**src/verilog/nbtSram_defs.svh**
```systemverilog
/*
 * width and size constants for the NBT SRAM core
 * address, lane and word widths, burst counter, array depth
 */

`ifndef NBT_SRAM_DEFS_SVH
`define NBT_SRAM_DEFS_SVH

// --------------------
// address and array
// --------------------
`define NBT_ADDR_W   10     // word address bits
`define NBT_DEPTH    1024   // words in the array, 2**NBT_ADDR_W

// --------------------
// data word
// --------------------
`define NBT_LANE_W   9      // 8 data + 1 parity, stored as is
`define NBT_LANES    4      // byte lanes a..d
`define NBT_WORD_W   36     // NBT_LANE_W * NBT_LANES

// --------------------
// burst
// --------------------
`define NBT_BURST_W  2      // beat counter, 4-beat bursts

`endif

```
**src/verilog/nbtSramPkg.sv**
```systemverilog
/*
 * shared types for the NBT SRAM core
 * lane, lane array, two-view word union, burst FSM states
 */

`include "nbtSram_defs.svh"

package nbtSramPkg;

   // --------------------
   // data word views
   // --------------------

   // one byte lane, parity bit is the msb
   typedef logic [`NBT_LANE_W-1:0] byteLane_t;

   // lane 0 sits in the low bits, same as bwN[0]
   typedef byteLane_t [`NBT_LANES-1:0] laneArray_t;

   // whole word as seen on the data pins, or split per lane
   // for byte-enabled writes
   typedef union packed {
      logic [`NBT_WORD_W-1:0] flat;   // bus view
      laneArray_t             lanes;  // per-lane view
   } sramWord_u;

   // --------------------
   // command FSM
   // --------------------

   // no suspend state here, clock enable is gone
   typedef enum logic [1:0] {
      deselect = 2'd0,   // chip not selected, or idle
      newCycle = 2'd1,   // fresh command loaded
      burst    = 2'd2    // advancing through beats
   } burstState_e;

endpackage

```
**src/verilog/nbtCommandDecode.sv**
```systemverilog
/*
 * stage one of the NBT SRAM core
 * select merge, command decode, burst FSM and address order,
 * plus the one-cycle delay that lines commands up with write data
 */

`include "nbtSram_defs.svh"

module nbtCommandDecode (
   input  logic                   CLK,
   input  logic                   reset,
   input  logic [`NBT_ADDR_W-1:0] address,
   input  logic                   ceN,
   input  logic                   ce2,
   input  logic                   ce2N,
   input  logic                   weN,
   input  logic [`NBT_LANES-1:0]  bwN,
   input  logic                   adv,
   input  logic                   burstMode,
   output logic [`NBT_ADDR_W-1:0] opAddress,
   output logic                   opWrite,
   output logic                   opRead,
   output logic [`NBT_LANES-1:0]  opByteEn
);

   // --------------------
   // pin decode
   // --------------------
   logic                  selected;   // all three selects true
   logic                  anyLane;    // at least one lane enabled
   logic                  cmdWrite;   // real write
   logic                  cmdRead;    // read, lanes don't care
   logic [`NBT_LANES-1:0] laneIn;     // active-high lane enables

   assign selected = ~ceN & ce2 & ~ce2N;
   assign laneIn   = ~bwN;
   assign anyLane  = |laneIn;
   assign cmdWrite = ~weN & anyLane;
   assign cmdRead  = weN;
   // ~weN with no lanes falls through as a no-op

   // --------------------
   // command stage registers
   // --------------------
   nbtSramPkg::burstState_e state;
   logic [`NBT_ADDR_W-1:0]  baseAddr;     // address of the loaded command
   logic [`NBT_BURST_W-1:0] beatCnt;      // beat within burst
   logic                    kindWrite;    // current beat is a write
   logic                    kindRead;     // current beat is a read
   logic                    interleaved;  // order latched with the command
   logic [`NBT_LANES-1:0]   laneEn;       // lanes for the current beat
   logic                    canContinue;

   // a burst only follows a real read or write
   assign canContinue = (state != nbtSramPkg::deselect) & (kindWrite | kindRead);

   always_ff @(posedge CLK) begin
      if (reset) begin
         state     <= nbtSramPkg::deselect;
         beatCnt   <= '0;
         kindWrite <= 1'b0;
         kindRead  <= 1'b0;
      end else if (!adv) begin
         if (selected) begin              // load new command
            state     <= nbtSramPkg::newCycle;
            beatCnt   <= '0;
            kindWrite <= cmdWrite;
            kindRead  <= cmdRead;
         end else begin                   // deselect cycle
            state     <= nbtSramPkg::deselect;
            beatCnt   <= '0;
            kindWrite <= 1'b0;
            kindRead  <= 1'b0;
         end
      end else if (canContinue) begin
         state   <= nbtSramPkg::burst;
         beatCnt <= beatCnt + 1'b1;       // wraps after 4 beats
      end
      // adv with nothing to continue holds everything
   end

   // payload of the command stage
   always_ff @(posedge CLK) begin
      if (!adv && selected) begin
         baseAddr    <= address;
         interleaved <= burstMode;
         laneEn      <= laneIn;
      end else if (adv && canContinue && kindWrite) begin
         laneEn <= laneIn;                // fresh lanes every write beat
      end
   end

   // --------------------
   // burst address order
   // --------------------
   logic [`NBT_BURST_W-1:0] beatLow;
   logic [`NBT_ADDR_W-1:0]  beatAddr;

   always_comb begin
      if (interleaved)
         beatLow = baseAddr[`NBT_BURST_W-1:0] ^ beatCnt;   // 1,0,3,2 from 1
      else
         beatLow = baseAddr[`NBT_BURST_W-1:0] + beatCnt;   // mod 4 wrap
   end

   assign beatAddr = {baseAddr[`NBT_ADDR_W-1:`NBT_BURST_W], beatLow};

   // --------------------
   // delay stage to the array
   // --------------------
   always_ff @(posedge CLK) begin
      if (reset) begin
         opWrite <= 1'b0;
         opRead  <= 1'b0;
      end else begin
         opWrite <= kindWrite & (|laneEn);  // burst beat with no lanes is a no-op
         opRead  <= kindRead;
      end
   end

   always_ff @(posedge CLK) begin
      opAddress <= beatAddr;
      opByteEn  <= laneEn;
   end

   // --------------------
   // checks
   // --------------------
   opExclusive: assert property (@(posedge CLK) disable iff (reset)
      !(opWrite && opRead))
      else $error("opWrite and opRead high together");

   idleCounter: assert property (@(posedge CLK) disable iff (reset)
      (state == nbtSramPkg::deselect) |-> (beatCnt == '0))
      else $error("beat counter not cleared in deselect");

endmodule

```
**config.mk**
```make
export PLATFORM = sky130hd
export DESIGN_NAME = nbtCommandDecode
export DESIGN_NICKNAME = d
export VERILOG_FILES = /design/src/verilog/nbtSramPkg.sv /design/src/verilog/nbtCommandDecode.sv
export VERILOG_INCLUDE_DIRS = /design/src /design/src/verilog
export SDC_FILE = /design/constraint.sdc
export NUM_CORES = 1
export LEC_CHECK = 0
export BUFFER_PORTS_ARGS = -buffer_cell sky130_fd_sc_hd__buf_2
export CAP_MARGIN = 20
export CORE_MARGIN = 3
export CORE_UTILIZATION = 47
export CTS_CLUSTER_SIZE = 28
export DETAILED_ROUTE_END_ITERATION = 16
export GPL_TIMING_DRIVEN = 0
export PLACE_DENSITY = 0.76
export REMOVE_ABC_BUFFERS = 1
export SETUP_SLACK_MARGIN = 0.4
export SYNTH_ARGS = -nofsm -noshare
export SYNTH_HDL_FRONTEND = slang
export SYNTH_SLANG_ARGS = --single-unit
```
**constraint.sdc**
```tcl
create_clock -name CLK -period 2.3 [get_ports CLK]
set_clock_uncertainty 0.05 [all_clocks]
set_input_delay 0.46 -clock CLK [delete_from_list [all_inputs] [get_ports CLK]]
set_output_delay 0.46 -clock CLK [all_outputs]
set_load 0.01 [all_outputs]
```
==> run summary, run 1 <==
DIE AREA = 2960 sq um
Vias = 654
Post-synth top area share = 40.9%
Synth cell types = 21
Finished Layout Cells = 140
DRC viols = 0
Post-layout min period = 1710 ps
Reg2reg start = kindWrite
Met2 wire length = 769 microns
Final instance area = 1380 sq um
Placed Instance Area = 1320 sq um
Top-Level Pins = 38
Chip Height = 54.4 microns
Clk_lat worst skew = 330 ps
Multi-input gate area = 193 sq um
Most frequent cells in the layout = buf_2 (37), dfxtp_1 (22), edfxtp_1 (15), nor2_1 (6)
F_max = 584 MHz
Max VDD drop = 0.505 mV
Util after Layout = 66.1%
PostCTS Resize Cnt = 0
R2R Path End = laneEn[3]
Total grt overflow = 0
Rel. slew slack = 42.0%
First-iteration detailed-routing DRC count = 5
#FFs+latches synth = 37
Synth Warn # = 0
Post-DP HPWL = 1.24 mm
Global-route wire length before repair = 2.56 mm
Metal-1 WL = 680 microns
Chip width = 54.4 microns
Mean area per synthesized cell = 16.0 sq um
CTS tree = built
Part of the cycle the worst path needs = 74.5%
First drt pass iteration count = 4
Total negative slack = 0 ps
Largest area contributor in the netlist = edfxtp_1
CP startpoint kind = primary input
Layout cells sized above 1 = 39.8%
Total power = 1.07 mW
H-Tree Depth = 2
Largest net degree at the start of global routing = 16
CTS buffer count = 5
CTS sink count = 37
WHS Path Cells = 1
Post-DRT Antenna Nets = 0
Clock buffer depth = 2
Nets = 136
Final setup violation count = 0
CP Max Fanout = 15
Max Slew Vio Count = 0
Initial Util = 52.9%
Antenna violations before repair = 0
Syn Inst Count = 69
WHS Endpoint = baseAddr[0]
WHS = 253 ps
Clock root cell = clkbuf_4
Num rows = 16
Routed wire length per instance = 12.0 microns
Top post-synthesis cells by area = edfxtp_1 (41%), dfxtp_1 (40%), nor4b_4 (2.2%)
CTS Hold Bufs = 0
Final Hold Viols = 0
Worst hold start = address[0]
Status = finished clean
Lkg Pwr = 0.574 nW
Metal3 WL = 189 microns
Vias in the first global route = 614
Fillers = 170
Final wirelength = 1.68 mm
Worst slew pin tran = 867 ps
GRT Overall Usage = 13.5%
Most common cell after layout, fill and taps aside = buf_2
Worst r2r path cells = 2
Vias per cell = 4.67
Final GP Congestion = 0.821
Register area share after synthesis = 80.8%
Reg2reg setup slack = 1090 ps
Ant diodes = 0
Worst Path Required = 2260 ps
Pre-CTS setup slack = 147 ps
Post-Syn Area = 1100 sq um
Critical path type = in2reg
DP Cell Count = 133
Clock transition at the registers of the reported paths = 100 ps
Worst setup EP type = flip-flop
Core Region = 2080 sq um
Final WS setup = 586 ps
Uppermost layer routed = met4
RSZ-0062 raised after global routing = no
Buffers on Ports = 37
Area Overhead vs Synth = 24.9%
Arrival time worst endpoint = 1670 ps
Pwr/cell area = 780 nW/um^2
Min-delay worst type = in2reg
Sequential Area = 891 sq um
Max-cap viol count = 0
==> worst max-delay path, stage by stage <==
cell and delay [ps]:
buf_2 110, nor4b_4 780, o21bai_1 310
==> how the worst max path moves through the flow <==
| stage | slack [ps] | to | from | cells past startpoint |
|---|---|---|---|---|
| floorplan | 530 | laneEn[0] | adv | 2 |
| global placement | 160 | laneEn[3] | adv | 3 |
| detailed placement | 150 | laneEn[2] | adv | 3 |
| CTS | 530 | laneEn[2] | adv | 3 |
| global route | 430 | laneEn[1] | ce2N | 3 |
| finish | 590 | laneEn[3] | ce2N | 3 |
==> synthesized netlist by cell type, drive strengths merged <==
library cell	n
a21oi	2
a22oi	1
a31oi	1
a41oi	1
dfxtp	22
edfxtp	15
ha	1
inv	5
nand2	2
nor2	6
nor2b	2
nor3b	1
nor4	1
nor4b	1
o21bai	1
o221ai	1
o22ai	1
or2b	1
xnor2	2
xor2	2
==> power by group <==
group	switching [mW]	internal, mW	total (mW)
Clock	0.183	0.144	0.328
Sequential	0.00428	0.697	0.701
Combinational	0.0220	0.0222	0.0441
==> final cells by class <==
class	count	share of cell area [%]
repair buffers	37	13.5
clock buffers	7	4.00
flip-flops and latches	37	64.7
multi-input cells	27	14.0
inverters	5	1.36
well taps	27	2.45
==> per-layer routing <==
| metal | track usage, % | vias to the layer above |
|---|---|---|
| met1 | 13.3 | 293 |
| met3 | 8.72 | 6 |
| li1 | - | 327 |
| met2 | 20.9 | 28 |
| met4 | 8.71 | 0 |
| met5 | 0 | - |
==> registers in the layout (all words and copies together) (netlist names) <==
| signal | cells |
|---|---|
| laneEn | 4 |
| opAddress | 10 |
| baseAddr | 10 |
| opWrite | 1 |
| kindRead | 1 |
| state | 2 |
| opRead | 1 |
| opByteEn | 4 |
| kindWrite | 1 |
| beatCnt | 2 |
| interleaved | 1 |
==> cell families (layout without fill, tap and decap cells) <==
group                      Yosys count  in the layout  share of synthesized area, %
xor gates and xnor gates             4              4                          3.18
buffers and inverters                5             49                          1.70
adders and majority gates            1              1                          1.13
and+or+nand+nor                     14             14                          8.17
DFF                                 37             37                          80.8
AOI/OAI and AO/OA                    8              8                          5.00
==> what timing repair did <==
item / 4_1_cts / 5_1_grt
buffers inserted: 0 / 0
hold endpoints to repair: 0 / 0
setup endpoints to repair: 0 / 4
No activity file was read; power rests on OpenSTA's default activity.
==> run 2, diff against run 1 <==
==> constraint.sdc (replaced) <==
create_clock -name CLK -period 1.7 [get_ports CLK]
set_clock_uncertainty 0.05 [all_clocks]
set_input_delay 0.34 -clock CLK [delete_from_list [all_inputs] [get_ports CLK]]
set_output_delay 0.34 -clock CLK [all_outputs]
set_load 0.01 [all_outputs]
==> run summary, run 2 (synthesis results as in run 1) <==
Area Overhead vs Synth = 25.9%
Seq pwr share = 65.3%
Most common cell after layout, fill and taps aside = buf_2
Combinational power share = 4.2%
Final Hold Viols = 0
Global-route wire length before repair = 2.61 mm
Core Region = 2080 sq um
Total grt overflow = 0
CP startpoint kind = flip-flop
Worst setup EP type = primary output
CP top delay family = flip-flops
CP max-delay cell = dfxtp_1
Vias in the first global route = 622
Post-layout min period = 1170 ps
Clock buffer depth = 2
Ant diodes = 0
Final wirelength = 1.73 mm
Largest regs = baseAddr (10), opAddress (10)
Top-Level Pins = 38
CP peak stage delay = 330 ps
Critical path type = reg2out
CP bufs+invs = 1
Worst slew pin tran = 230 ps
H-Tree Depth = 2
Clock transition at the registers of the reported paths = 100 ps
Largest net degree at the start of global routing = 15
Pwr/cell area = 1050 nW/um^2
Reg2reg start = kindWrite
Chip width = 54.4 microns
GRT Overall Usage = 13.8%
Cell-internal power = 1.17 mW
Psw = 0.284 mW
WHS = 133 ps
Clock network fraction of total power = 30.5%
Placed Instance Area = 1320 sq um
Num rows = 16
Part of the cycle the worst path needs = 68.6%
Vias = 663
WHS Path Cells = 1
Routed wire length per instance = 12.2 microns
WHS Endpoint = interleaved
DRC viols = 0
First drt pass iteration count = 4
CTS tree = built
Buffers on Ports = 37
Post-DRT Antenna Nets = 0
Vias per cell = 4.70
Min-delay worst type = in2reg
RSZ-0062 raised after global routing = no
DIE AREA = 2960 sq um
Max VDD drop = 0.692 mV
Nets = 137
Final GP Congestion = 0.821
Worst r2r path cells = 2
Lkg Pwr = 0.584 nW
Arrival time worst endpoint = 780 ps
First-iteration detailed-routing DRC count = 10
Max Slew Vio Count = 0
Max-cap viol count = 0
Chip Height = 54.4 microns
Worst Path Required = 1310 ps
Reg2reg setup slack = 590 ps
Clk_lat worst skew = 330 ps
CTS buffer count = 5
Layout cells sized above 1 = 41.2%
F_max = 858 MHz
CTS sink count = 37
CP Max Fanout = 1
R2R Path End = laneEn[2]
Rel. slew slack = 84.5%
Switching Share = 19.6%
Final instance area = 1390 sq um
Initial Util = 52.9%
Clock root cell = clkbuf_4
CP Cell Sequence = buf_2
Post-DP HPWL = 1.24 mm
Final setup violation count = 0
Most frequent cells in the layout = buf_2 (37), dfxtp_1 (22), edfxtp_1 (15), nor2_1 (6)
Antenna violations before repair = 0
Status = finished clean
Fillers = 168
Worst hold start = burstMode
-- run 2: changes by cell type in the layout (fill, tap and decap cells not counted), sizes merged --
cell,previous run,this run
buf,37,38
-- run 2: timing repair --
item	CTS	global route
buffers inserted	1	0
hold buffers	0	0
pin swaps	1	0
endpoints found under the setup margin	17	4
gates resized for setup	0	1
endpoints found under the hold margin	0	0
-- run 2: how the worst max path moves through the flow --
stage                startpoint          end  slack (ps)  cells past startpoint
finish              opByteEn[0]  opByteEn[0]         530                      1
global route        opByteEn[1]  opByteEn[1]         480                      1
CTS                   kindWrite    laneEn[2]         490                      2
detailed placement          adv    laneEn[2]        -330                      3
global placement            adv    laneEn[3]        -320                      3
floorplan                   adv    laneEn[0]          50                      2
-- run 2: layer usage --
| metal | routed length, microns | track usage [%] | up-vias |
|---|---|---|---|
| met5 | 0 | 0 | - |
| met4 | 15 | 8.71 | 0 |
| met3 | 186 | 8.72 | 4 |
| met2 | 830 | 21.3 | 30 |
| met1 | 693 | 13.6 | 299 |
| li1 | - | - | 330 |
-- run 2: per-stage QoR --
step	instances	setup TNS, ps	power (mW)	util [%]	setup slack, ps
after global routing	141	0	1.52	66.6	476
after floorplan	69	0	0.987	-	49.9
after detailed placement	133	-1910	1.03	63.5	-333
after global placement	133	-1830	1.03	63.5	-319
final	141	0	1.45	66.6	534
after CTS	141	0	1.47	66.5	488
-- run 2: cell type report --
cell class                      count  area, sq um  share of cell area [%]
Sequential cell                    37          891                    64.2
Tap cell                           27         33.8                    2.43
Timing Repair Buffer               38          193                    13.9
Clock buffer                        7         55.1                    3.97
Multi-Input combinational cell     27          196                    14.2
Inverter                            5         18.8                    1.35
-- run 2: worst reg2reg max path: cells and delay by family (launching register included) --
kind / cells / cell delay [ps]
DFF: 1 / 420
AOI/OAI and AO/OA: 1 / 220
and+or+nand+nor: 1 / 120
-- run 2: power groups by stage --
| stage | Sequential (mW) | Combinational, mW | Clock [mW] |
|---|---|---|---|
| 2_1_floorplan | 0.974 | 0.0137 | 0 |
| 3_3_place_gp | 0.969 | 0.0580 | 0 |
| 3_5_place_dp | 0.970 | 0.0598 | 0 |
| 4_1_cts | 0.949 | 0.0613 | 0.461 |
| 5_1_grt | 0.951 | 0.0684 | 0.500 |
| 6_report | 0.949 | 0.0612 | 0.443 |
==> run 3, diff against run 2 <==
--- a/config.mk
+++ b/config.mk
@@ -9,11 +9,11 @@
 export BUFFER_PORTS_ARGS = -buffer_cell sky130_fd_sc_hd__buf_2
 export CAP_MARGIN = 20
 export CORE_MARGIN = 3
-export CORE_UTILIZATION = 47
+export CORE_UTILIZATION = 42
 export CTS_CLUSTER_SIZE = 28
 export DETAILED_ROUTE_END_ITERATION = 16
 export GPL_TIMING_DRIVEN = 0
-export PLACE_DENSITY = 0.76
+export PLACE_DENSITY = 0.72
 export REMOVE_ABC_BUFFERS = 1
 export SETUP_SLACK_MARGIN = 0.4
 export SYNTH_ARGS = -nofsm -noshare
==> constraint.sdc (replaced) <==
create_clock -name CLK -period 0.99 [get_ports CLK]
set_clock_uncertainty 0.05 [all_clocks]
set_input_delay 0.198 -clock CLK [delete_from_list [all_inputs] [get_ports CLK]]
set_output_delay 0.198 -clock CLK [all_outputs]
set_load 0.01 [all_outputs]
==> run summary, run 3 (synthesis results as in run 1) <==
Worst setup EP type = primary output
CP Cell Sequence = buf_6
R2R Path End = laneEn[3]
F_max = 964 MHz
Failing checks = negative hold slack, negative setup slack
Pwr/cell area = 1540 nW/um^2
Lkg Pwr = 0.649 nW
Nets = 143
First-iteration detailed-routing DRC count = 9
Total grt overflow = 0
Crit. Startpoint = opByteEn[0]
CTS sink count = 37
CP Max Fanout = 1
Largest net degree at the start of global routing = 12
Vias = 706
Global-route wire length before repair = 3.26 mm
Layout cells sized above 1 = 62.0%
Min-delay worst type = in2reg
First drt pass iteration count = 4
Clock buffer depth = 2
Worst slew pin tran = 319 ps
Reg2reg setup slack = -10 ps
Final WS setup = -47.3 ps
Clock root cell = clkbuf_4
GRT Overall Usage = 14.0%
Vias per cell = 4.74
CTS buffer count = 5
CTS tree = built
Num rows = 17
Post-layout min period = 1040 ps
Post-DRT Antenna Nets = 0
DIE AREA = 3280 sq um
Initial Util = 47.1%
Max-cap viol count = 0
Chip Height = 57.2 microns
CP bufs+invs = 1
Worst r2r path cells = 2
Worst Path Required = 740 ps
Rel. slew slack = 78.6%
Clk_lat worst skew = 340 ps
Top-Level Pins = 38
Status = finished with violations
CP top delay family = flip-flops
Clock transition at the registers of the reported paths = 100 ps
Most common cell after layout, fill and taps aside = buf_2
Largest regs = baseAddr (10), opAddress (10)
Placed Instance Area = 1320 sq um
Arrival time worst endpoint = 790 ps
Core Region = 2340 sq um
Most frequent cells in the layout = buf_2 (29), edfxtp_1 (15), buf_6 (15), dfxtp_1 (12), dfxtp_2 (6)
WHS = -23.4 ps
Part of the cycle the worst path needs = 105%
CP peak stage delay = 340 ps
Final GP Congestion = 0.770
CP startpoint kind = flip-flop
Critical path endpoint = opByteEn[0]
RSZ-0062 raised after global routing = yes
Area Overhead vs Synth = 45.9%
Max Slew Vio Count = 0
CP max-delay cell = dfxtp_2
Final Hold Viols = 11
Ant diodes = 0
DRC viols = 0
Final setup violation count = 20
Buffers on Ports = 37
Vias in the first global route = 762
Worst hold start = address[1]
Chip width = 57.2 microns
H-Tree Depth = 2
Final instance area = 1610 sq um
Max VDD drop = 1.23 mV
Critical path type = reg2out
Antenna violations before repair = 0
Crit path depth = 1
Final wirelength = 2.06 mm
Reg2reg start = kindWrite
Pre-CTS setup slack = -904 ps
Routed wire length per instance = 13.9 microns
==> run 3: layer usage <==
| metal | share of wire [%] | GRT usage (%) | vias up |
|---|---|---|---|
| met5 | 0 | 0 | - |
| met4 | 1.4 | 5.96 | 0 |
| met3 | 11 | 7.69 | 4 |
| met2 | 52 | 23.7 | 33 |
| met1 | 36 | 14.3 | 326 |
| li1 | - | - | 343 |
==> run 3: how the worst min path moves through the flow <==
stage                               to  slack [ps]  cells after the start
after floorplan              kindWrite         220                      1
after global placement    opAddress[3]         270                      0
after detailed placement  opAddress[7]         280                      0
after CTS                  baseAddr[1]         -40                      1
after global routing       baseAddr[2]         -40                      1
final                      baseAddr[1]         -20                      1
==> run 3: final cells by class <==
class / count / area, sq um
multi-input combinational: 27 / 275
clock inverter: 2 / 10.0
clock buffer: 6 / 41.3
timing repair buffer: 44 / 314
fill: 169 / 732
sequential: 37 / 913
inverter: 5 / 18.8
tap: 28 / 35.0
==> run 3: per-stage QoR <==
stage                     setup TNS, ps  utilization, %  cells  power [mW]
after floorplan                   -5650               -     69        1.70
after global placement           -11830            56.5    134        1.76
after detailed placement         -12020            56.5    134        1.77
after CTS                          -816            65.7    146        2.51
after global routing              -1420            68.7    149        2.59
final                              -471            68.7    149        2.48
==> run 3: what timing repair did <==
item                                    4_1_cts  5_1_grt
endpoints found under the hold margin        11       11
pin swaps                                    10       11
resized for setup                            34       14
endpoints found under the setup margin       41       45
cloned                                        1        0
setup buffers                                 3        3
==> run 3: where the power goes <==
part	internal (mW)	switching (mW)	leakage (nW)	total, mW
combinational	0.0734	0.0569	0.294	0.130
sequential	1.61	0.0162	0.323	1.63
clock	0.270	0.456	0.0320	0.726
total	1.95	0.529	0.649	2.48
==> run 3: worst register-to-register path, cell delays in order, from the launching register on <==
cell and delay [ps]:
dfxtp_4 420, nand2_4 80, o21bai_4 160
